File: src/hw/mipsPkg.sv
/* Memories hold 64 words each and the PC counts in words
   Opcode and funct codes follow the MIPS32 encoding */
package mipsPkg;

	// Memory sizes in words
	localparam int IMEM_DEPTH = 64;
	localparam int DMEM_DEPTH = 64;

	// Datapath word and register number
	typedef logic [31:0] word;
	typedef logic [4:0] regIdx;

	// Word indices into the two memories
	typedef logic [$clog2(IMEM_DEPTH)-1:0] imemAddr;
	typedef logic [$clog2(DMEM_DEPTH)-1:0] dmemAddr;

	// Primary opcode, instruction bits 31:26
	typedef enum logic [5:0] {
		opRType = 6'h00,
		opBeq   = 6'h04,
		opBne   = 6'h05,
		opAddi  = 6'h08,
		opOri   = 6'h0d,
		opLw    = 6'h23,
		opSw    = 6'h2b
	} opcode;

	// R-type function field, bits 5:0
	typedef enum logic [5:0] {
		fnAdd = 6'h20,
		fnSub = 6'h22,
		fnAnd = 6'h24,
		fnOr  = 6'h25,
		fnNor = 6'h27
	} funct;

	// Operation handed from decode to execute
	typedef enum logic [2:0] {
		aluAdd,
		aluSub,
		aluAnd,
		aluOr,
		aluNor
	} aluOp;

endpackage

File: src/hw/fetchStage.sv
/* Program words are accepted only while run is low; words never loaded read as X
   A taken branch wins over a stall, and a low run wins over both */
`timescale 1ns/1ps

module fetchStage (
	input  logic             clk,
	input  logic             arstN,
	input  logic             run,
	input  logic             progValid,
	output logic             progReady,
	input  mipsPkg::imemAddr progAddr,
	input  mipsPkg::word     progData,
	input  logic             stall,
	input  logic             branchTaken,
	input  mipsPkg::imemAddr branchTarget,
	output logic             idValid,
	output mipsPkg::word     idInstr,
	output mipsPkg::imemAddr idPc
);
	import mipsPkg::*;

	word imem [IMEM_DEPTH];
	imemAddr pc;

	// Load port open only with the core idle
	assign progReady = ~run;

	// Instruction memory write
	always_ff @(posedge clk) begin
		if (progValid && progReady) begin
			imem[progAddr] <= progData;
		end
	end

	// PC and IF/ID valid
	always_ff @(posedge clk or negedge arstN) begin
		if (!arstN) begin
			pc <= '0;
			idValid <= 1'b0;
		end else if (!run) begin
			// Idle, restart from word 0
			pc <= '0;
			idValid <= 1'b0;
		end else if (branchTaken) begin
			// Redirect, slot being fetched is dropped
			pc <= branchTarget;
			idValid <= 1'b0;
		end else if (!stall) begin
			pc <= pc + imemAddr'(1);
			idValid <= 1'b1;
		end
	end

	// IF/ID payload, frozen on a load-use stall
	always_ff @(posedge clk) begin
		if (!stall) begin
			idInstr <= imem[pc];
			idPc <= pc;
		end
	end

endmodule

File: config.mk
export PLATFORM = sky130hd
export DESIGN_NAME = fetchStage
export DESIGN_NICKNAME = d
export VERILOG_FILES = /design/src/hw/mipsPkg.sv /design/src/hw/fetchStage.sv
export SDC_FILE = /design/constraint.sdc
export NUM_CORES = 2
export LEC_CHECK = 0
export BUFFER_PORTS_ARGS = -buffer_cell sky130_fd_sc_hd__buf_2
export CAP_MARGIN = 0
export CORE_MARGIN = 2
export CORE_UTILIZATION = 67
export DETAILED_ROUTE_END_ITERATION = 8
export PLACE_DENSITY = 0.84
export SYNTH_ARGS = -nofsm -noshare
export SYNTH_HDL_FRONTEND = slang
export SYNTH_SLANG_ARGS = --single-unit
File: constraint.sdc
create_clock -name clk -period 3.7 [get_ports clk]
set_input_delay 0.185 -clock clk [delete_from_list [all_inputs] [get_ports clk]]
set_output_delay 0.185 -clock clk [all_outputs]
set_load 0.05 [all_outputs]
# Word level (Yosys, flattened, before mapping)

Memory sizes are Yosys's and may differ from the RTL's. A register that Yosys moved wholly into a read port is not among the register bits.
Index checks and enable logic that the tools add are counted.
W data, S select, Z words.

Flip-flop bits (word level): 13
RAM bits: 2048
Input bits: 50
Output and inout bits: 40
Word-level logic and storage cells: 17
Memories kept: 1

$add $sub $neg: 1
Eq/ne operators: 1
Mux-type cells: 8
Bitwise gates (word level): 1
Reductions and logical operators: 2

Memories:

| name | depth | bits a word | rd ports | clocked after Yosys merged registers in | wr ports | line             | source |
|---|---|---|---|---|---|---|---|
| imem | 64    | 32          | 1        | 1                                       | 1        | fetchStage.sv:22 | `word imem [IMEM_DEPTH];` |

Operator list:

| kind                  | count |
|---|---|
| $mux W6               | 3 |
| $add A6 B1 Y6 const B | 1 |
| $mux W1               | 5 |
| $ne A3 B2 Y1 const B  | 1 |
| $logic_and A1 B1 Y1   | 1 |
| $logic_not A1 Y1      | 1 |
| $not A1 Y1            | 1 |

# Logic depth before layout (Yosys ltp)

Word-level depth: 4
Gate-level depth with buffers: 11
Gate-level depth less buffers: 7

# Least setup slack after synthesis

OpenSTA, ideal clock, no wires.

Path type: input-to-reg
Start point: in progAddr[3]
End point: mem imem[54][0] in the netlist's numbering (enable)
Library setup time: 0.502 ns
Data arrival time: 3.685 ns
Required time: 3.198 ns
Setup slack: -0.487 ns
Stages: 3
Path buffers: 1
Cell sequence: clkbuf_1 -> nand4b_1 -> nor4_1

RTL lines:

| item               | line             | source |
|---|---|---|
| start: declaration | fetchStage.sv:11 | `input mipsPkg::imemAddr progAddr,` |
| end: declaration   | fetchStage.sv:22 |  |

No word-level cell before the write port.

==> flow_metrics.py <==
metrics = {
    "power_and_ir_drop": {
        "power.density_cell_area_mw_per_mm2": 545.7,
        "power_report.internal_total_uw": 38330,
        "share_comb_of_total_power_pct": 6.6,
        "power_frac_seq_pct": 53.3,
        "switching_share_pct": 22.45,
        "fin_total_pwr_uw": 49430,
        "power.ir.vdd_worst_v": 0.0005529,
        "leakage_uw": 0.02808,
        "share_clk_of_total_power_pct": 40.0,
        "switching_power_uw": 11100,
    },
    "timing": {
        "measured_slew_at_the_worst_slew_check_pin_ps": 1431,
        "grt_setup_unrepaired": "false",
        "timing.final.crit_share_pct": 99.96,
        "max_freq_ghz": 0.2704,
        "fin_tns_setup_ps": 0,
        "final_critical_path_setup_slack_ps": 1.437,
        "max-slew-margin-rel_pct": 4.619,
        "layout_min_cycle_time_ps": 3699,
        "timing_hold_violations_final": 0,
        "setup_violations": 0,
        "final.setup_skew_ps": 40.13,
        "timing_max_transition_violations_final": 0,
    },
    "detailed_routing": {
        "vias_per_cell": 7.713,
        "detail_route.iter0.violations": 8464,
        "firstDrtPassIters": 8,
        "final_antenna_net_count": 0,
        "detail_route.drc_violations": 0,
        "routed_wirelength_mm": 241.3,
        "wire_per_inst_um": 42.56,
        "routed-via-count": 43730,
    },
    "setup_path": {
        "regToRegEndpoint": "idInstr[25]$_DFFE_PN_",
        "cp.arrival_ps": 4270,
        "rrSetupSlack_ps": 1,
        "cp-startpoint": "pc[2]$_DFFE_PN0P_",
        "start_kind": "flop",
        "cp.required_ps": 4270,
        "crit_path_end_kind": "flop",
        "critPathMaxFanout": 30,
        "worst_r2r_src": "pc[2]$_DFFE_PN0P_",
        "r2r.worst_path.cells": 6,
        "path_class": "flop to flop",
    },
    "synthesis": {
        "post_synth.cell_area_avg_um2": 22.38,
        "number_of_enable_flip_flop_cells_after_synthesis": 2086,
        "postSynth.asyncResetShare_pct": 0.3344,
        "synth.net_count": 3634,
        "dominantRegCellSynth": "sky130_fd_sc_hd__edfxtp_1",
        "synth_top_cell_by_area": "sky130_fd_sc_hd__edfxtp_1",
        "synth.yosys.seq_area_share_pct": 78.32,
        "synthesis.instances": 3583,
        "number_of_synthesized_register_bits": 2093,
        "synthesis.yosys.warnings": 0,
        "netlist_top_cells_area": "sky130_fd_sc_hd__edfxtp_1 78%, sky130_fd_sc_hd__mux4_2 13%, sky130_fd_sc_hd__mux2i_1 2.5%, sky130_fd_sc_hd__nor2_1 0.51%, sky130_fd_sc_hd__a21oi_1 0.42%",
        "post_synthesis_instance_area_mm2": 0.08020,
        "synth.lib_cells_used.distinct": 60,
        "netlist.area_leader.share_pct": 78.10,
    },
    "die": {
        "die_y_um": 350.0,
        "dieArea_mm2": 0.1225,
        "pin_count": 90,
        "rows": 126,
        "initial_core_util_pct": 67.74,
        "core_area_mm2": 0.1184,
        "die_width_um": 350.0,
    },
    "cells_and_area": {
        "fillers": 5438,
        "final_common_cell": "sky130_fd_sc_hd__edfxtp_1",
        "finalNetCount": 3952,
        "layout_common_cells": "2086 x sky130_fd_sc_hd__edfxtp_1, 469 x sky130_fd_sc_hd__mux4_2, 203 x sky130_fd_sc_hd__mux2i_1",
        "layout.core_utilization_pct": 76.51,
        "drive_gt1_share_pct": 27.80,
        "flow.area_growth_from_synthesis_pct": 12.94,
    },
    "place": {
        "dpl.hpwl_mm": 123.8,
        "port-buffer-count": 89,
        "routabilityCongestion": 0.8810,
        "pre_cts_ws_ps": 115.5,
    },
    "grt": {
        "grt_start_max_net_pins": 70,
        "grtUsageTotal_pct": 40.36,
        "first_global_vias": 44850,
        "globalRouteOverflowTotal": 0,
        "grt.met2_usage_pct": 60.58,
        "global_route_wire_length_before_repair_mm": 336.4,
        "global_route.usage.met1_pct": 50.65,
        "grt_most_used_layer": "met2",
        "number_of_antenna_violations_at_the_first_check_in_global_routing": 14,
        "grtUsageMet3_pct": 15.22,
    },
    "clocking": {
        "cts_buffers": 191,
        "root_buffer": "sky130_fd_sc_hd__clkbuf_16",
        "insertion_delay_ps": 850,
        "cts_max_level": 4,
        "cts.clk_slew.worst_paths_ps": 70,
        "clock-sinks": 2093,
        "tritoncts": "built",
        "clock_path_buffers": 3,
    },
    "worst_hold_path": {
        "whs_path_depth": 1,
        "hold_class": "input pin to flop",
        "worst_hold_path.endpoint": "imem[9][7]$_DFFE_PP_",
        "min-delay-start": "progData[7]",
    },
    "status": {
        "run_status": "finished clean",
    },
    "run": {
        "max_cap_viol_count": 0,
    },
}
-- how the worst max path moves through the flow --
stage,cells past startpoint,endpoint
floorplan,5,imem[51][0]$_DFFE_PP_
global placement,7,idInstr[25]$_DFFE_PN_
detailed placement,7,idInstr[25]$_DFFE_PN_
CTS,9,pc[5]$_DFFE_PN0P_
global route,6,idInstr[25]$_DFFE_PN_
finish,6,idInstr[25]$_DFFE_PN_
-- state kept, by name, indices dropped and copies added, names as in the netlist --
name and cells:
pc 6, idValid 1, idPc 6, idInstr 32
imem 2048
-- critical path, stage by stage (launching register included) --
cell and delay [ps]:
sky130_fd_sc_hd__dfrtp_4 870, sky130_fd_sc_hd__or3b_2 570, sky130_fd_sc_hd__buf_4 280, sky130_fd_sc_hd__o22ai_1 100, sky130_fd_sc_hd__a2111oi_0 1090, sky130_fd_sc_hd__o21a_1 380
sky130_fd_sc_hd__nor2_1 110
-- synth_stat cells (all sizes together) (6+ instances only) --
| library cell | count |
|---|---|
| mux2i | 203 |
| nand3 | 13 |
| nor3b | 8 |
| a2111oi | 16 |
| o21ai | 56 |
| dfrtp | 7 |
| a211oi | 13 |
| a31oi | 6 |
| o22ai | 40 |
| nand2 | 84 |
| o221ai | 37 |
| nand2b | 11 |
| mux4 | 469 |
| a22oi | 15 |
| buf | 138 |
| a221oi | 20 |
| nor2b | 17 |
| nor3 | 8 |
| clkbuf | 62 |
| nor4 | 6 |
| a211o | 10 |
| a21oi | 68 |
| nor2 | 109 |
| o21a | 15 |
| mux2 | 9 |
| edfxtp | 2086 |
-- logic make-up (layout without fill, tap and decap cells) --
logic type	after synthesis	after routing	synth area share [%]
other cells	0	9	0
simple gates	282	282	1.610
flops	2093	2093	78.32
compound gates	314	314	2.632
mux	681	681	15.83
buf+inv	207	685	1.540
xor+xnor	5	5	0.05460
fa+ha+maj	1	1	0.01560
-- per-layer routing --
metal | wire length, um | up-vias
met5 | 279 | -
met4 | 17430 | 18
met3 | 40020 | 1154
met2 | 111700 | 4922
met1 | 71940 | 21830
li1 | - | 15810
-- cell type report --
class	instances	area, um^2	area share (%)
multi-input combinational	1283	16620	18.35
inverter	7	26.28	0.02901
antenna	9	22.52	0.02486
timing repair buffer	325	2965	3.274
sequential	2093	62830	69.37
clock inverter	111	969.7	1.071
tap	1600	2002	2.210
clock buffer	242	5139	5.673
-- stage by stage --
step           cells  instance area, um^2  hold WS, ps
3_5_place_dp    5280                84170        48.85
4_1_cts         5657                90510        38.02
3_3_place_gp    5280                84170        47.36
6_report        5670                90580        88.53
2_1_floorplan   3583                80210       -110.6
5_1_grt         5662                90560        82.47
-- power by group through the flow --
stage	sequential [uW]	combinational (uW)	clock, uW
2_1_floorplan	26900	1660	0
3_3_place_gp	26900	2920	0
3_5_place_dp	26900	3020	0
4_1_cts	26400	3150	19700
5_1_grt	26400	3340	20500
6_report	26400	3280	19800
-- repair_timing --
| item | 4_1_cts | 5_1_grt |
|---|---|---|
| endpoints found under the hold margin | 55 | 0 |
| hold buffers | 24 | 0 |
| gates resized for setup | 0 | 1 |
| setup endpoints to repair | 0 | 3 |
| buffers inserted | 0 | 4 |
No activity file was read; power rests on OpenSTA's default activity.
