--- src/hw/mipsPkg.sv ---
/* Memories hold 64 words each and the PC counts in words
   Opcode and funct codes follow the MIPS32 encoding */
package mipsPkg;

	// Memory sizes in words
	localparam int IMEM_DEPTH = 64;
	localparam int DMEM_DEPTH = 64;

	// Datapath word and register number
	typedef logic [31:0] word;
	typedef logic [4:0] regIdx;

	// Word indices into the two memories
	typedef logic [$clog2(IMEM_DEPTH)-1:0] imemAddr;
	typedef logic [$clog2(DMEM_DEPTH)-1:0] dmemAddr;

	// Primary opcode, instruction bits 31:26
	typedef enum logic [5:0] {
		opRType = 6'h00,
		opBeq   = 6'h04,
		opBne   = 6'h05,
		opAddi  = 6'h08,
		opOri   = 6'h0d,
		opLw    = 6'h23,
		opSw    = 6'h2b
	} opcode;

	// R-type function field, bits 5:0
	typedef enum logic [5:0] {
		fnAdd = 6'h20,
		fnSub = 6'h22,
		fnAnd = 6'h24,
		fnOr  = 6'h25,
		fnNor = 6'h27
	} funct;

	// Operation handed from decode to execute
	typedef enum logic [2:0] {
		aluAdd,
		aluSub,
		aluAnd,
		aluOr,
		aluNor
	} aluOp;

endpackage

--- src/hw/executeStage.sv ---
/* Forwarding covers ALU results in EX/MEM and any result in MEM/WB
   Load results are never taken from EX/MEM since decode stalls for those */
`timescale 1ns/1ps

module executeStage (
	input  logic             clk,
	input  logic             arstN,
	input  logic             run,
	input  logic             exValid,
	input  mipsPkg::aluOp    exAluOp,
	input  logic             exUseImm,
	input  logic             exMemRead,
	input  logic             exMemWrite,
	input  logic             exBranchEq,
	input  logic             exBranchNe,
	input  logic             exRegWrite,
	input  mipsPkg::regIdx   exRs,
	input  mipsPkg::regIdx   exRt,
	input  mipsPkg::regIdx   exDest,
	input  mipsPkg::word     exRsVal,
	input  mipsPkg::word     exRtVal,
	input  mipsPkg::word     exImm,
	input  mipsPkg::imemAddr exPc,
	input  logic             fwdEn,
	input  mipsPkg::regIdx   fwdReg,
	input  mipsPkg::word     fwdData,
	input  logic             wbEn,
	input  mipsPkg::regIdx   wbReg,
	input  mipsPkg::word     wbData,
	output logic             branchTaken,
	output mipsPkg::imemAddr branchTarget,
	output logic             memValid,
	output logic             memRegWrite,
	output logic             memRead,
	output logic             memWrite,
	output mipsPkg::regIdx   memDest,
	output mipsPkg::word     memResult,
	output mipsPkg::word     memStoreData
);
	import mipsPkg::*;

	word opA, opB, aluB, aluY;
	logic equal;

	// Youngest producer first and r0 never forwarded
	function automatic word pickOperand(regIdx r, word regVal);
		if (r != '0 && fwdEn && fwdReg == r) begin
			return fwdData;
		end else if (r != '0 && wbEn && wbReg == r) begin
			return wbData;
		end
		return regVal;
	endfunction

	// Operand select, also follows the forwarding ports
	always_comb begin
		opA = pickOperand(exRs, exRsVal);
		opB = pickOperand(exRt, exRtVal);
	end

	assign aluB = exUseImm ? exImm : opB;

	// ALU
	always_comb begin
		case (exAluOp)
			aluAdd: aluY = opA + aluB;
			aluSub: aluY = opA - aluB;
			aluAnd: aluY = opA & aluB;
			aluOr: aluY = opA | aluB;
			aluNor: aluY = ~(opA | aluB);
			default: aluY = opA + aluB;
		endcase
	end

	// Branch resolution on forwarded operands
	assign equal = (opA == opB);
	assign branchTaken = exValid && ((exBranchEq && equal) || (exBranchNe && !equal));
	// Offset in words relative to the next PC
	assign branchTarget = exPc + imemAddr'(1) + exImm[$bits(imemAddr)-1:0];

	// EX/MEM control
	always_ff @(posedge clk or negedge arstN) begin
		if (!arstN) begin
			memValid <= 1'b0;
			memRegWrite <= 1'b0;
			memRead <= 1'b0;
			memWrite <= 1'b0;
		end else begin
			memValid <= run && exValid;
			memRegWrite <= run && exValid && exRegWrite;
			memRead <= run && exValid && exMemRead;
			memWrite <= run && exValid && exMemWrite;
		end
	end

	// EX/MEM payload with store data after forwarding
	always_ff @(posedge clk) begin
		memDest <= exDest;
		memResult <= aluY;
		memStoreData <= opB;
	end

endmodule

--- config.mk ---
export PLATFORM = sky130hd
export DESIGN_NAME = executeStage
export DESIGN_NICKNAME = d
export VERILOG_FILES = /design/src/hw/mipsPkg.sv /design/src/hw/executeStage.sv
export SDC_FILE = /design/constraint.sdc
export NUM_CORES = 1
export LEC_CHECK = 0
export ABC_CLOCK_PERIOD_IN_PS = 3900
export BUFFER_PORTS_ARGS = -buffer_cell sky130_fd_sc_hd__buf_2
export CAP_MARGIN = 20
export CORE_MARGIN = 1
export CORE_UTILIZATION = 25
export CTS_CLUSTER_DIAMETER = 30
export DETAILED_ROUTE_END_ITERATION = 7
export PLACE_DENSITY_LB_ADDON = 0.12
export SLEW_MARGIN = 10
export SYNTH_ARGS = -nofsm -noshare
export SYNTH_HDL_FRONTEND = slang
export SYNTH_SLANG_ARGS = --single-unit
--- constraint.sdc ---
create_clock -name clk -period 3.9 [get_ports clk]
set_input_delay 0.585 -clock clk [delete_from_list [all_inputs] [get_ports clk]]
set_output_delay 0.585 -clock clk [all_outputs]
set_load 0.005 [all_outputs]
# After elaboration in Yosys (flattened, before gate mapping)
# Index checks and enable logic that the tools add are counted.
word_totals:
  ff_bits: 73
  output_inout_bits: 80
  word_cells: 54
  in_bits: 206
op_classes:
  eq_ne: 9
  mux: 12
  bitwise_logic: 3
  add_sub_neg: 4
  n_reduce_logical: 19
ops:
  columns: ["operator", "n"]
  rows:
  - ["$mux W32", 7]
  - ["$pmux W32 S4", 1]
  - ["$add A32 B32 Y32", 1]
  - ["$and A32 B32 Y32", 1]
  - ["$eq A32 B32 Y1", 1]
  - ["$not A32 Y32", 1]
  - ["$or A32 B32 Y32", 1]
  - ["$sub A32 B32 Y32", 1]
  - ["$eq A5 B5 Y1", 4]
  - ["$logic_and A1 B1 Y1", 15]
  - ["$reduce_bool A5 Y1", 2]
  - ["$add A6 B1 Y6 const B", 1]
  - ["$add A6 B6 Y6", 1]
  - ["$eq A3 B2 Y1 const B", 2]
  - ["$mux W1", 4]
  - ["$eq A3 B1 Y1 const B", 1]
  - ["$eq A3 B3 Y1 const B", 1]
  - ["$logic_not A1 Y1", 1]
  - ["$logic_or A1 B1 Y1", 1]

# Depth between registers and ports, before layout
logic_depth:
  depth_word: 11
  mapped_depth: 28

# Worst setup path after synthesis
# No wires, ideal clock.
synth_timing:
  path_type: "input to register"
  from: "input exRt[1]"
  to: "register memResult[30]"
  required_time_ns: 3.768
  cell_stages: 26
  path_slack_ns: -2.706
  path_buffers: 4
  arrival_ns: 6.474
  path_cell_list: "or4_4 o211ai_4 or2_1 buf_6 buf_12 buf_4 clkbuf_1 a31oi_1 mux2i_1 ha_1 inv_1 nor4_2 nand4_2 o21ai_0 xnor2_1 ha_1 o21a_1 nor2_1 nor2_1 a21o_1 or3_1 o21ai_0 o21ai_0 a2111oi_0 nor3_1 or3b_2"
synth_between:
  elab_cells_between_ends: 18
  classes_between: "add/sub (2); eq/ne (2); mux (6); bitwise (3); reduce/logical (5)"
synth_lines:
  columns: ["element", "line", "rtl"]
  rows:
  - ["from (decl)", "executeStage.sv:18", "input mipsPkg::regIdx exRt,"]
  - ["$reduce_bool A5 Y1", "executeStage.sv:47, executeStage.sv:49", null]
  - ["$logic_and A1 B1 Y1 (2 in series)", "executeStage.sv:49", "end else if (r != '0 && wbEn && wbReg == r) begin"]
  - ["$mux W1", "executeStage.sv:49", null]
  - ["$mux W1", "executeStage.sv:47", "if (r != '0 && fwdEn && fwdReg == r) begin"]
  - ["$mux W32 *", "executeStage.sv:52", "return regVal;"]
  - ["via opB[1]", "executeStage.sv:42", "word opA, opB, aluB, aluY;"]
  - ["$mux W32 *", "executeStage.sv:61", "assign aluB = exUseImm ? exImm : opB;"]
  - ["$add A32 B32 Y32 / $sub A32 B32 Y32 (equally long branches)", "executeStage.sv:66, executeStage.sv:71, executeStage.sv:67", null]
  - ["$pmux W32 S4 *", "executeStage.sv:65", "case (exAluOp)"]
  - ["via aluY[30]", "executeStage.sv:42", null]
  - ["to (signal assigned)", "executeStage.sv:99", "memResult <= aluY;"]
  - ["to (decl)", "executeStage.sv:37", "output mipsPkg::word memResult,"]
# Mark *: on every way through the listed nets, which the timed path passes. The rest lies on a longest branch.

# Worst setup path after layout
# Ends and elaborated chain as after synthesis.

==> implementation parameters <==
Parameter                              Value

Power and ir drop
  Cell internal pwr ... ~2700 uW
  Reported leakage power ... 0.00656 uW
  Peak supply drop ... 218 uV
  Logic pwr share ... 59.4%
  Net switching power figure ... ~1700 uW
  Switching fraction of total power ... 38.2%
  Power density relative to cell area ... slightly above 300 nW/um2
  Sequential share of power ... 20.6%
  Portion of total power attributed to the clock network ... 20.0%

STA
  Final hold viol count ... 0
  Fmax ... between 0.15 and 0.2 GHz
  Actual slew at the worst max-slew pin ... 0.612 ns
  Period utilization ... 136%
  Minimum setup slack in the final design ... -1.41 ns
  Unrepaired setup endpoints after global routing ... true
  Endpoints failing setup ... 30
  Final Critical Period ... about 5.3 ns
  Final-report max-slew violation count ... 0
  Remaining max-slew budget at the tightest pin ... 59.2%
  Final TNS setup ... -27.78 ns

Global route
  Tot GR Track Use ... 25.9%
  Initial antenna violation count ... 1
  Via count of the first global-routing pass ... 10609
  Global route total overflow ... 0
  Largest net degree at the start of global routing ... 37
  Wire length of the first global-routing pass ... 63900 um

Logic synthesis
  Top cells by area in the synthesized netlist ... sky130_fd_sc_hd__dfxtp_1, sky130_fd_sc_hd__ha_1, sky130_fd_sc_hd__mux2i_1
  Mapped cell area ... about 8000 um2
  Synthesized flop and latch total ... between 70 and 80
  Post-synth EDFFs ... 0
  Count of unique library cells instantiated by Yosys ... 80
  Area share of the leading cell type in the synthesized netlist ... 17.1%
  Post-Synthesis Mean Instance Area ... 7.71 um2
  Synth top cells by count ... sky130_fd_sc_hd__nor2_1, sky130_fd_sc_hd__a21oi_1, sky130_fd_sc_hd__nand2_1, sky130_fd_sc_hd__dfxtp_1, sky130_fd_sc_hd__xnor2_1
  Share of flip-flops with an asynchronous set or reset ... 5.48%
  Most repeated cell in the gate-level netlist after synthesis ... sky130_fd_sc_hd__nor2_1
  Synth Warn # ... 0
  Largest area contributor in the synthesized netlist ... sky130_fd_sc_hd__dfxtp_1
  Cells after synthesis ... 1051
  Leading register cell type out of synthesis ... sky130_fd_sc_hd__dfxtp_1
  Synthesized net count ... 1300
  Seq/Total Area, Yosys ... a little under a fifth

Routing
  Drt drc ... 0
  Routed length per placed instance ... 20.9 um
  Vias per cell ... 5.13
  Total wire length ... 43900 um
  Remaining antenna violation count after routing ... 0
  First-iteration detailed-routing DRC count ... 570
  Routed vias ... 10759
  Iteration count of the initial detailed-routing pass ... 5

CTS
  TritonCTS Buffers ... 9
  Hold-fix buffers, CTS ... 0
  H-tree levels ... 3
  Clock tree buffer depth ... 2
  CTS tree ... done
  Clock transition at path regs ... 0.06 ns
  Count of clock tree sinks ... 73
  Clock root buffer ... sky130_fd_sc_hd__clkbuf_16

Worst setup path
  Critical-path cell list ... buf_6 > or4_4 > or2_4 > buf_4 > buf_12 > nand4_1 > a31oi_4 > buf_4 > a21o_1 > nor4_4 > buf_4 > nand4_4 > buf_6 > buf_6 > o41ai_4 > xnor2_1 > ha_1 > a21o_1 > or3_1 > o21ai_2 > o21ai_2 > a2111oi_4 > nor3_2 > or3b_4
  Largest fanout on the critical path ... 14
  Data required time of the critical path ... 4.14 ns
  Critical Path Slowest Stage Cell ... sky130_fd_sc_hd__or4_4
  Signal arrival time at the worst endpoint ... roughly 5.6 ns
  Startpoint Class ... primary input
  Dominant delay contributor by cell family on the critical path ... simple AND/OR/NAND/NOR gates
  Kind of end point of the critical path ... register
  Sum of buffers and inverters on the critical path ... 7
  Category of the critical setup timing path ... in -> reg
  Delay of the slowest cell on the worst path ... 0.56 ns

Finish
  Synth-to-layout area growth ... 79.0%
  Antenna Cells ... 0
  Core utilization of the finished layout ... roughly 46%
  Nets ... approximately 1900
  Fraction of final layout cells sized beyond drive strength 1 ... 52.5%
  Filler cells ... 3234

Flow run
  Count of maximum capacitance violations ... 0

Placed design
  Placed wire-length estimate ... 36100 um
  PortBufs ... 285
  Final RePlAce weighted congestion ... about 0.9

Die
  Total core area ... 31700 um2
  Die Area ... 33100 um2
  Overall die width ... roughly 180 um
  IO Pins ... approximately 290
  Initial core utilization ... 25.5%
  Die Span Y ... 182 um
  Number of cell rows ... 65

Run status
  Violated checks ... setup timing
  Status ... complete, but fails checks

Worst hold path
  Hold WC Path Type ... in -> async
-- flip-flops by register name (all words and copies together) (netlist names) --
register,count
memDest,5
memRead,1
memRegWrite,1
memResult,32
memStoreData,32
memValid,1
memWrite,1
-- power groups by stage --
stage | clock network, uW | registers (uW) | logic [uW]
after floorplan | 0 | 937 | 1080
after global placement | 0 | 922 | 2250
after detailed placement | 0 | 922 | 2250
after CTS | 900 | 906 | 2450
after global routing | 930 | 916 | 2800
final | 877 | 902 | 2610
-- final timing paths --
kind | slack [ns] | from | cells after the start | to
worst max-delay path | -1.41 | exRt[1] | 24 | memResult[30]
max in group asynchronous | 3.76 | arstN | 1 | memRead
worst min-delay path | 0.02 | arstN | 1 | memValid
min in group clk | 0.32 | exDest[4] | 1 | memDest[4]
-- cell usage in the layout, fill, tap and decap left out, types with 31 or more instances in the layout --
master	instances
sky130_fd_sc_hd__a21oi_1	49
sky130_fd_sc_hd__buf_2	283
sky130_fd_sc_hd__buf_4	366
sky130_fd_sc_hd__buf_6	31
sky130_fd_sc_hd__dfxtp_1	69
sky130_fd_sc_hd__ha_1	37
sky130_fd_sc_hd__mux2i_1	38
sky130_fd_sc_hd__nand2_1	69
sky130_fd_sc_hd__nand4_1	36
sky130_fd_sc_hd__nor2_1	79
sky130_fd_sc_hd__nor3_1	46
sky130_fd_sc_hd__xnor2_1	50
sky130_fd_sc_hd__xor2_1	41
-- cell type report --
cell class	count	area [um2]	share of cell area, %
sequential	73	1480	10.2
clock inverter	4	53.8	0.371
multi-input combinational	885	7320	50.5
clock buffer	11	243	1.67
tap	402	503	3.47
timing repair buffer	694	4790	33.0
inverter	29	109	0.751
-- stage by stage --
stage                     hold WS (ns)  instance area, um2  instances  worst slack [ns]  total power, uW
after CTS                       0.0114               13800       2066             -1.36             4260
after floorplan                  0.289                8290       1051             -1.86             2020
after global placement           0.392               12600       2022             -2.04             3170
after detailed placement         0.399               12600       2022             -2.11             3180
after global routing            0.0161               14500       2098             -1.64             4650
final                           0.0199               14500       2098             -1.41             4380
-- cells by family after synthesis --
family,count (synthesis),share of synthesized area [%]
adder cells (fa/ha/maj),73,10.5
AO/OA/AOI/OAI,321,27.4
buffers and inverters,94,4.94
multiplexers,55,7.06
flip-flops,73,18.3
XOR/XNOR,105,11.5
AND/OR/NAND/NOR,330,20.2
-- routing by layer --
layer	part of all wire, %	track usage (%)	wire [um]	vias to the layer above
li1	-	-	-	5234
met1	44	33.3	19300	5075
met2	47	43.0	20700	380
met3	6.0	4.51	2620	68
met4	3.0	9.65	1340	2
met5	0.023	0	10	-
-- timing repair --
| action | CTS | global route |
|---|---|---|
| resized for setup | 131 | 92 |
| cloned | 2 | 1 |
| buffers inserted | 31 | 36 |
| pin swaps | 92 | 79 |
| setup endpoints to repair | 31 | 31 |
No activity file was read; power rests on OpenSTA's default activity.
