$ cat src/hw/mipsPkg.sv
/* Memories hold 64 words each and the PC counts in words
   Opcode and funct codes follow the MIPS32 encoding */
package mipsPkg;

	// Memory sizes in words
	localparam int IMEM_DEPTH = 64;
	localparam int DMEM_DEPTH = 64;

	// Datapath word and register number
	typedef logic [31:0] word;
	typedef logic [4:0] regIdx;

	// Word indices into the two memories
	typedef logic [$clog2(IMEM_DEPTH)-1:0] imemAddr;
	typedef logic [$clog2(DMEM_DEPTH)-1:0] dmemAddr;

	// Primary opcode, instruction bits 31:26
	typedef enum logic [5:0] {
		opRType = 6'h00,
		opBeq   = 6'h04,
		opBne   = 6'h05,
		opAddi  = 6'h08,
		opOri   = 6'h0d,
		opLw    = 6'h23,
		opSw    = 6'h2b
	} opcode;

	// R-type function field, bits 5:0
	typedef enum logic [5:0] {
		fnAdd = 6'h20,
		fnSub = 6'h22,
		fnAnd = 6'h24,
		fnOr  = 6'h25,
		fnNor = 6'h27
	} funct;

	// Operation handed from decode to execute
	typedef enum logic [2:0] {
		aluAdd,
		aluSub,
		aluAnd,
		aluOr,
		aluNor
	} aluOp;

endpackage

$ cat src/hw/decodeStage.sv
/* Register file is write-first and resets to zero; register 0 always reads zero
   Unknown opcodes and functs decode as a bubble with no side effects */
`timescale 1ns/1ps

module decodeStage (
	input  logic             clk,
	input  logic             arstN,
	input  logic             run,
	input  logic             branchTaken,
	input  logic             idValid,
	input  mipsPkg::word     idInstr,
	input  mipsPkg::imemAddr idPc,
	input  logic             wbEn,
	input  mipsPkg::regIdx   wbReg,
	input  mipsPkg::word     wbData,
	output logic             stall,
	output logic             exValid,
	output mipsPkg::aluOp    exAluOp,
	output logic             exUseImm,
	output logic             exMemRead,
	output logic             exMemWrite,
	output logic             exBranchEq,
	output logic             exBranchNe,
	output logic             exRegWrite,
	output mipsPkg::regIdx   exRs,
	output mipsPkg::regIdx   exRt,
	output mipsPkg::regIdx   exDest,
	output mipsPkg::word     exRsVal,
	output mipsPkg::word     exRtVal,
	output mipsPkg::word     exImm,
	output mipsPkg::imemAddr exPc
);
	import mipsPkg::*;

	word regs [32];
	opcode op;
	funct fn;
	regIdx rs, rt, rd, dest;
	word rsVal, rtVal, imm;
	aluOp aluSel;
	logic useImm, memRead, memWrite, branchEq, branchNe, regWrite;
	logic zeroExt, readsRs, readsRt, issue;

	// Instruction fields
	assign op = opcode'(idInstr[31:26]);
	assign fn = funct'(idInstr[5:0]);
	assign rs = idInstr[25:21];
	assign rt = idInstr[20:16];
	assign rd = idInstr[15:11];

	// Control decode
	always_comb begin
		aluSel = aluAdd;
		useImm = 1'b0;
		memRead = 1'b0;
		memWrite = 1'b0;
		branchEq = 1'b0;
		branchNe = 1'b0;
		regWrite = 1'b0;
		zeroExt = 1'b0;
		readsRs = 1'b0;
		readsRt = 1'b0;
		dest = rt;
		case (op)
			opRType: begin
				dest = rd;
				readsRs = 1'b1;
				readsRt = 1'b1;
				regWrite = 1'b1;
				case (fn)
					fnAdd: aluSel = aluAdd;
					fnSub: aluSel = aluSub;
					fnAnd: aluSel = aluAnd;
					fnOr: aluSel = aluOr;
					fnNor: aluSel = aluNor;
					default: regWrite = 1'b0;
				endcase
			end
			opAddi, opLw: begin
				readsRs = 1'b1;
				useImm = 1'b1;
				regWrite = 1'b1;
				memRead = (op == opLw);
			end
			opOri: begin
				// Logical immediate, zero extended
				readsRs = 1'b1;
				useImm = 1'b1;
				regWrite = 1'b1;
				zeroExt = 1'b1;
				aluSel = aluOr;
			end
			opSw: begin
				readsRs = 1'b1;
				readsRt = 1'b1;
				useImm = 1'b1;
				memWrite = 1'b1;
			end
			opBeq, opBne: begin
				readsRs = 1'b1;
				readsRt = 1'b1;
				branchEq = (op == opBeq);
				branchNe = (op == opBne);
			end
			default: ;
		endcase
	end

	assign imm = zeroExt ? {16'h0000, idInstr[15:0]} : {{16{idInstr[15]}}, idInstr[15:0]};

	// Register file write from WB
	always_ff @(posedge clk or negedge arstN) begin
		if (!arstN) begin
			for (int i = 0; i < 32; i++) begin
				regs[i] <= '0;
			end
		end else if (wbEn && wbReg != '0) begin
			regs[wbReg] <= wbData;
		end
	end

	// Reads see a same-cycle WB write
	assign rsVal = (rs == '0) ? '0 : (wbEn && wbReg == rs) ? wbData : regs[rs];
	assign rtVal = (rt == '0) ? '0 : (wbEn && wbReg == rt) ? wbData : regs[rt];

	// Load in EX feeding this instruction
	assign stall = idValid && exValid && exMemRead && exDest != '0 &&
		((readsRs && exDest == rs) || (readsRt && exDest == rt));

	// Bubble on stall, flush on taken branch
	assign issue = run && idValid && !stall && !branchTaken;

	// ID/EX control
	always_ff @(posedge clk or negedge arstN) begin
		if (!arstN) begin
			exValid <= 1'b0;
			exMemRead <= 1'b0;
			exMemWrite <= 1'b0;
			exBranchEq <= 1'b0;
			exBranchNe <= 1'b0;
			exRegWrite <= 1'b0;
		end else begin
			exValid <= issue;
			exMemRead <= issue && memRead;
			exMemWrite <= issue && memWrite;
			exBranchEq <= issue && branchEq;
			exBranchNe <= issue && branchNe;
			exRegWrite <= issue && regWrite;
		end
	end

	// ID/EX payload
	always_ff @(posedge clk) begin
		exAluOp <= aluSel;
		exUseImm <= useImm;
		exRs <= rs;
		exRt <= rt;
		exDest <= dest;
		exRsVal <= rsVal;
		exRtVal <= rtVal;
		exImm <= imm;
		exPc <= idPc;
	end

endmodule

$ cat config.mk
export PLATFORM = sky130hd
export DESIGN_NAME = decodeStage
export DESIGN_NICKNAME = d
export VERILOG_FILES = /design/src/hw/mipsPkg.sv /design/src/hw/decodeStage.sv
export SDC_FILE = /design/constraint.sdc
export NUM_CORES = 2
export LEC_CHECK = 0
export ABC_CLOCK_PERIOD_IN_PS = 2320
export BUFFER_PORTS_ARGS = -buffer_cell sky130_fd_sc_hd__clkbuf_2
export CAP_MARGIN = 20
export CORE_AREA = 2 2 398 400
export CTS_CLUSTER_DIAMETER = 80
export DETAILED_ROUTE_END_ITERATION = 10
export DIE_AREA = 0 0 400 402
export PLACE_DENSITY = 0.52
export SETUP_SLACK_MARGIN = 0.15
export SKIP_LAST_GASP = 1
export SLEW_MARGIN = 20
export SYNTH_ARGS = -nofsm -noshare
export SYNTH_HDL_FRONTEND = slang
export SYNTH_SLANG_ARGS = --single-unit
$ cat constraint.sdc
create_clock -name clk -period 2.32 [get_ports clk]
set_input_delay 0.348 -clock clk [delete_from_list [all_inputs] [get_ports clk]]
set_output_delay 0.348 -clock clk [all_outputs]
set_load 0.02 [all_outputs]
Word level (Yosys, flattened, before mapping)
Index checks and enable logic that the tools add are counted.
Operators by class
  reductions and logical operators: 33
  bitwise logic cells: 3
  multiply operators: 0
  $add $sub $neg: 0
  shift-type cells: 0
  div/mod/pow operators: 0
  multiplexer cells: 24
  magnitude comparators: 4
  equal/unequal tests: 15
Operators with widths (count)
  1024-bit bitwise mux: 1
  32-bit binary-select mux with 5-bit select: 2
  32-bit 2-to-1 mux: 7
  32-bit demux with 5-bit select: 1
  6-bit equality test (second input constant): 7
  5-bit equality test: 4
  6-bit >= comparator (second input constant): 3
  1-bit logical AND: 18
  5-bit inverter with 6-bit output: 3
  6-bit by 3-bit equality test with 1-bit output (second input constant): 2
  6-bit by 4-bit equality test with 1-bit output (second input constant): 2
  3-bit case mux with 4 select lines: 1
  5-bit logical NOT: 2
  5-bit nonzero test: 2
  1-bit 2-to-1 mux: 9
  4-bit OR reduction: 2
  7-bit OR reduction: 1
  6-bit logical NOT: 1
  6-bit by 1-bit less-than comparator with 1-bit output (second input constant): 1
  3-bit case mux with 2 select lines: 1
  5-bit 2-to-1 mux: 1
  5-bit OR reduction: 1
  2-bit OR reduction: 2
  3-bit OR reduction: 1
  other kinds (3): 4
Storage, ports and cells
  bits in registers: 1136
  memories kept: 0
  output and inout bits: 128
  RAM bits: 0
  memory bits (read-only): 0
  logic and storage cells: 127
  bits of input ports: 81
  latch bits: 0

Depth between registers and ports, before layout
  word-level depth: 10
  depth in mapped cells: 10
  mapped depth without buffers: 5

Least setup slack after synthesis
Ideal clock, no wire load.
  path kind: input -> register
  from: input idInstr[17]
  to: register exRtVal[7]
  slack: 0.197 ns
  required time: 2.200 ns
  cell stages on the path: 8
  library setup time: 0.120 ns
  path buffers: 4
  arrival: 2.003 ns
  cells stage by stage: buf_2 buf_4 buf_2 clkbuf_1 mux4_2 o21ai_0 a21oi_1 a211o_1
Between the ends
  word-level cells in the longest chain between the ends: 5
  elaborated cells between the ends (all ways): 8
  those cells by class: eq/ne (1); mux (4); bitwise (1); reduce/logical (2)
RTL lines
  from (decl): RTL line decodeStage.sv:11  | input mipsPkg::word idInstr,
  5-bit inverter with 6-bit output (implied by the code): RTL line decodeStage.sv:124  | assign rtVal = (rt == '0) ? '0 : (wbEn && wbReg == rt) ? wbData : regs[rt];
  32-bit binary-select mux with 5-bit select: RTL line decodeStage.sv:124
  32-bit 2-to-1 mux (implied by the code) (2 in series): RTL line decodeStage.sv:124
  32-bit 2-to-1 mux: RTL line decodeStage.sv:124
  to (signal assigned): RTL line decodeStage.sv:160  | exRtVal <= rtVal;
  to (decl): RTL line decodeStage.sv:29  | output mipsPkg::word exRtVal,
Several ways; a longest one is shown, not always the timed one. The select of a mux whose other input is x is not followed.
A chain may end at the register's enable or synchronous reset.

Worst setup path in the final report
  from: register exDest[1]
  to: output stall
Between the ends
  word-level cells in the longest chain between the ends: 4
  elaborated cells between the ends (all ways): 8
  those cells by class: eq/ne (2); reduce/logical (6)
RTL lines
  from (decl): RTL line decodeStage.sv:27  | output mipsPkg::regIdx exDest,
  from (signal assigned): RTL line decodeStage.sv:158  | exDest <= dest;
  5-bit equality test: RTL line decodeStage.sv:128  | ((readsRs && exDest == rs) || (readsRt && exDest == rt));
  1-bit logical AND: RTL line decodeStage.sv:128
  1-bit logical OR: RTL line decodeStage.sv:128
  1-bit logical AND (*): RTL line decodeStage.sv:127  | assign stall = idValid && exValid && exMemRead && exDest != '0 &&
  to (decl): RTL line decodeStage.sv:16  | output logic stall,
Mark *: on every way between the ends. The rest lies on a longest branch, timed or not.

==> PnR_summary.wiki <==
{| class="wikitable"
! Metric !! Value
|-
| Die X-Extent || 400 microns
|-
| TritonCTS buffer count || 138
|-
| Layout net count || 4511
|-
| Clock tree from TritonCTS || built
|-
| DIE HEIGHT || 402 microns
|-
| Number of flops mapped to enable cells by yosys || 0
|-
| Clock root buffer || sky130_fd_sc_hd__clkbuf_16
|-
| Synthesized netlist cell count || 4053
|-
| Initial antenna violation count || 14
|-
| Hold crit path type || in -> reg
|-
| Sequential element share of the synthesized area || 48.33%
|-
| Synthesis-stage register bit count || 1136
|-
| Kind of critical path || reg -> out
|-
| Period utilization || 99.29%
|-
| Final standard cell area without fillers || 0.07009 sq mm
|-
| FMAX || 434.1 MHz
|-
| Total of warnings raised by yosys || 0
|-
| Total nets after synthesis || 4134
|-
| Arrival time of data at the critical path endpoint || 1.96 ns
|-
| Placed inst area || 0.06490 sq mm
|-
| Count of endpoints failing setup in the final report || 0
|-
| Via-to-Cell Ratio || 6.124
|-
| Layout cell share with drive strength beyond 1 || 50.75%
|-
| Worst max-slew margin expressed relative to the limit || 44.99%
|-
| Main synth FF type || sky130_fd_sc_hd__dfrtp_1
|-
| Worst skew pair latency || 0.79 ns
|-
| Peak supply drop || 0.7899 mV
|-
| Post-detailed-route wirelength per cell || 33.48 microns
|-
| Outcome || completed
|-
| Worst Hold Launch || idInstr[18]
|-
| Post-synthesis async set-or-reset flop share || 90.67%
|-
| Worst Setup Start Kind || flip-flop
|-
| Floorplan Core Area || 0.1571 sq mm
|-
| Layout fillers || 14220
|-
| Max-slew violation total from the final report || 0
|-
| Type of element capturing the critical path || primary output
|-
| Unrepaired setup endpoints after global routing || true
|-
| Worst Setup SP || exDest[1]
|-
| Final HPWL DP || 143.1 mm
|-
| Placer congestion estimate || 0.8529
|-
| Total Power Consumption || 60410 uW
|-
| Pwr Density || 861.9 mW/mm^2
|-
| Number of sinks handled by clock tree synthesis || 1136
|-
| Grt total ovfl || 0
|-
| Syn_area_per_cell || 14.24 sq um
|-
| Drt initial violations || 4077
|-
| Total count of hold-check failures in the final report || 0
|-
| First-pass GRT wire length || 315.6 mm
|-
| Number of maximum-capacitance constraint violations || 0
|-
| Leak pwr || 0.03097 uW
|-
| Number of ports placed on the die boundary || 209
|-
| Post-synth cell types || 53
|-
| Detailed-router iteration count before antenna repair || 5
|-
| Die Area || 0.1608 sq mm
|-
| Slack of the critical path || 0.01641 ns
|-
| Number of global-route vias before repair || 40730
|-
| DRT antenna net count || 0
|-
| Clock transition at the registers of the reported paths || 0.06 ns
|-
| Placement Rows || 146
|-
| Overall Global Routing Usage || 27.51%
|-
| Setup skew after layout || 0.03070 ns
|-
| Number of setup buffers added after CTS || 0
|-
| Worst setup timing slack at the placement stage || -0.3286 ns
|-
| Count of input and output buffers || 208
|-
| Required time of the critical path || 1.97 ns
|-
| Final wirelength || 221.4 mm
|-
| Clock tree buffer depth || 3
|-
| Actual slew at the worst max-slew pin || 0.8145 ns
|-
| Final critical-path required period || 2.304 ns
|-
| Reg2Reg Launch Point || regs[516]
|-
| Max Fanout on Critical Path || 4
|-
| Mapped cell area || 0.05773 sq mm
|-
| Pin count of the biggest net entering global routing || 82
|-
| Detailed-route via count || 40500
|-
| Growth of design area from synthesis to finish || 21.42%
|-
| Initial standard-cell utilization of the core || 36.74%
|-
| Number of H-tree levels || 4
|-
| DRC violations left || 0
|-
| Reg2Reg Setup Slack || 0.28 ns
|}
[flip-flops by register name (all words and copies together) (netlist names), 3 cells and up]
name     cells
exAluOp      3
exDest       5
exImm       17
exPc         6
exRs         5
exRsVal     32
exRt         5
exRtVal     32
regs      1024
[cell families (layout without fill, tap and decap cells)]
| group | after synthesis | count (layout) | share of synthesized area (%) |
|---|---|---|---|
| other cells | 0 | 5 | 0 |
| mux | 1685 | 1685 | 38.80 |
| buf+inv | 471 | 954 | 3.789 |
| simple gates | 215 | 215 | 1.810 |
| compound gates | 526 | 526 | 6.968 |
| xor+xnor | 20 | 20 | 0.3034 |
| flops | 1136 | 1136 | 48.33 |
[critical path, cell delays in order, from the launching register on]
cell	delay, ns
sky130_fd_sc_hd__dfxtp_4	0.36
sky130_fd_sc_hd__xnor2_1	0.12
sky130_fd_sc_hd__nand2_1	0.11
sky130_fd_sc_hd__a211oi_2	0.21
sky130_fd_sc_hd__o221a_2	0.23
sky130_fd_sc_hd__clkbuf_8	0.15
[routing by layer]
| layer | vias to the layer above | track usage, % | part of all wire (%) |
|---|---|---|---|
| met3 | 385 | 4.353 | 6.9 |
| met5 | - | 0 | 0.012 |
| met2 | 1671 | 42.49 | 46 |
| met1 | 21990 | 39.74 | 44 |
| met4 | 4 | 8.299 | 3.4 |
| li1 | 16450 | - | - |
[worst paths after layout]
path / endpoint / cells past startpoint
setup / recovery: stall / 5
hold / removal: exRt[2] / 2
setup reg to reg: exRsVal[4] / 5
hold reg to reg: regs[1020] / 0
max in group asynchronous: regs[908] / 4
min in group asynchronous: regs[417] / 2
[where the power goes]
part	leakage, uW	switching (uW)	total [uW]	internal [uW]
Clock	0.00232	8990	22500	13500
Combinational	0.0145	5040	11600	6600
Sequential	0.0141	2830	26200	23400
[Yosys cell counts, types with 9 or more instances]
master / n / share of area [%]
sky130_fd_sc_hd__a211o_1: 25 / 0.38
sky130_fd_sc_hd__dfrtp_1: 1030 / 45
sky130_fd_sc_hd__clkbuf_1: 254 / 1.7
sky130_fd_sc_hd__a22o_1: 39 / 0.59
sky130_fd_sc_hd__nor2_1: 40 / 0.26
sky130_fd_sc_hd__a22oi_1: 55 / 0.72
sky130_fd_sc_hd__mux2_2: 1003 / 20
sky130_fd_sc_hd__o22a_1: 9 / 0.14
sky130_fd_sc_hd__o21ai_0: 65 / 0.56
sky130_fd_sc_hd__nand4_1: 13 / 0.14
sky130_fd_sc_hd__buf_4: 53 / 0.69
sky130_fd_sc_hd__a21oi_1: 49 / 0.42
sky130_fd_sc_hd__dfxtp_1: 106 / 3.7
sky130_fd_sc_hd__o41ai_1: 19 / 0.29
sky130_fd_sc_hd__buf_2: 98 / 0.85
sky130_fd_sc_hd__a2111oi_0: 19 / 0.29
sky130_fd_sc_hd__nand2_1: 72 / 0.47
sky130_fd_sc_hd__nor2b_1: 12 / 0.13
sky130_fd_sc_hd__o22ai_1: 30 / 0.33
sky130_fd_sc_hd__buf_1: 50 / 0.33
sky130_fd_sc_hd__nand3_1: 12 / 0.10
sky130_fd_sc_hd__buf_6: 13 / 0.25
sky130_fd_sc_hd__mux4_2: 342 / 13
sky130_fd_sc_hd__a211oi_1: 56 / 0.73
sky130_fd_sc_hd__mux2i_1: 340 / 5.9
sky130_fd_sc_hd__a221oi_1: 81 / 1.2
sky130_fd_sc_hd__a32o_1: 14 / 0.24
sky130_fd_sc_hd__nor3_1: 36 / 0.31
sky130_fd_sc_hd__xnor2_1: 17 / 0.26
sky130_fd_sc_hd__a221o_1: 35 / 0.61
sky130_fd_sc_hd__o221ai_1: 23 / 0.35
[metrics by stage]
step	hold slack, ns	instances	utilization [%]	TNS (ns)
final	0.05350	6613	44.62	0
after CTS	0.002038	6608	44.58	-0.04437
after global routing	0.01675	6609	44.61	-0.07252
after global placement	0.2873	6321	41.30	-85.16
after detailed placement	0.2897	6322	41.31	-5.751
after floorplan	0.05241	4053	-	0
[cells in the final DEF (no fill, tap or decap), types with 30 or more instances in the layout]
cell type,n
sky130_fd_sc_hd__a211oi_1,55
sky130_fd_sc_hd__a21oi_1,49
sky130_fd_sc_hd__a221o_1,35
sky130_fd_sc_hd__a221oi_1,81
sky130_fd_sc_hd__a22o_1,39
sky130_fd_sc_hd__a22oi_1,55
sky130_fd_sc_hd__buf_12,148
sky130_fd_sc_hd__buf_4,312
sky130_fd_sc_hd__clkbuf_16,145
sky130_fd_sc_hd__clkbuf_2,198
sky130_fd_sc_hd__clkbuf_8,32
sky130_fd_sc_hd__dfrtp_1,1030
sky130_fd_sc_hd__dfxtp_1,101
sky130_fd_sc_hd__dlygate4sd3_1,40
sky130_fd_sc_hd__mux2_2,1003
sky130_fd_sc_hd__mux2i_1,340
sky130_fd_sc_hd__mux4_2,342
sky130_fd_sc_hd__nand2_1,56
sky130_fd_sc_hd__nor3_1,34
sky130_fd_sc_hd__o21ai_0,65
sky130_fd_sc_hd__o22ai_1,30
[area by class of cell]
type / instances / area (sq um) / area share, %
clock inverter: 41 / 540.5 / 0.7712
timing repair buffer: 705 / 6797 / 9.697
sequential: 1136 / 27910 / 39.82
tap: 2072 / 2592 / 3.699
inverter: 3 / 15.01 / 0.02142
multi-input combinational: 2446 / 28060 / 40.03
antenna: 5 / 12.51 / 0.01785
clock buffer: 205 / 4164 / 5.941
[what timing repair did]
action | in CTS | in global routing
gates resized for setup | 11 | 8
pin swaps | 3 | 3
endpoints found under the setup margin | 1 | 4
hold buffers | 40 | 0
endpoints found under the hold margin | 316 | 0
Power figures use the tool's default switching activity.
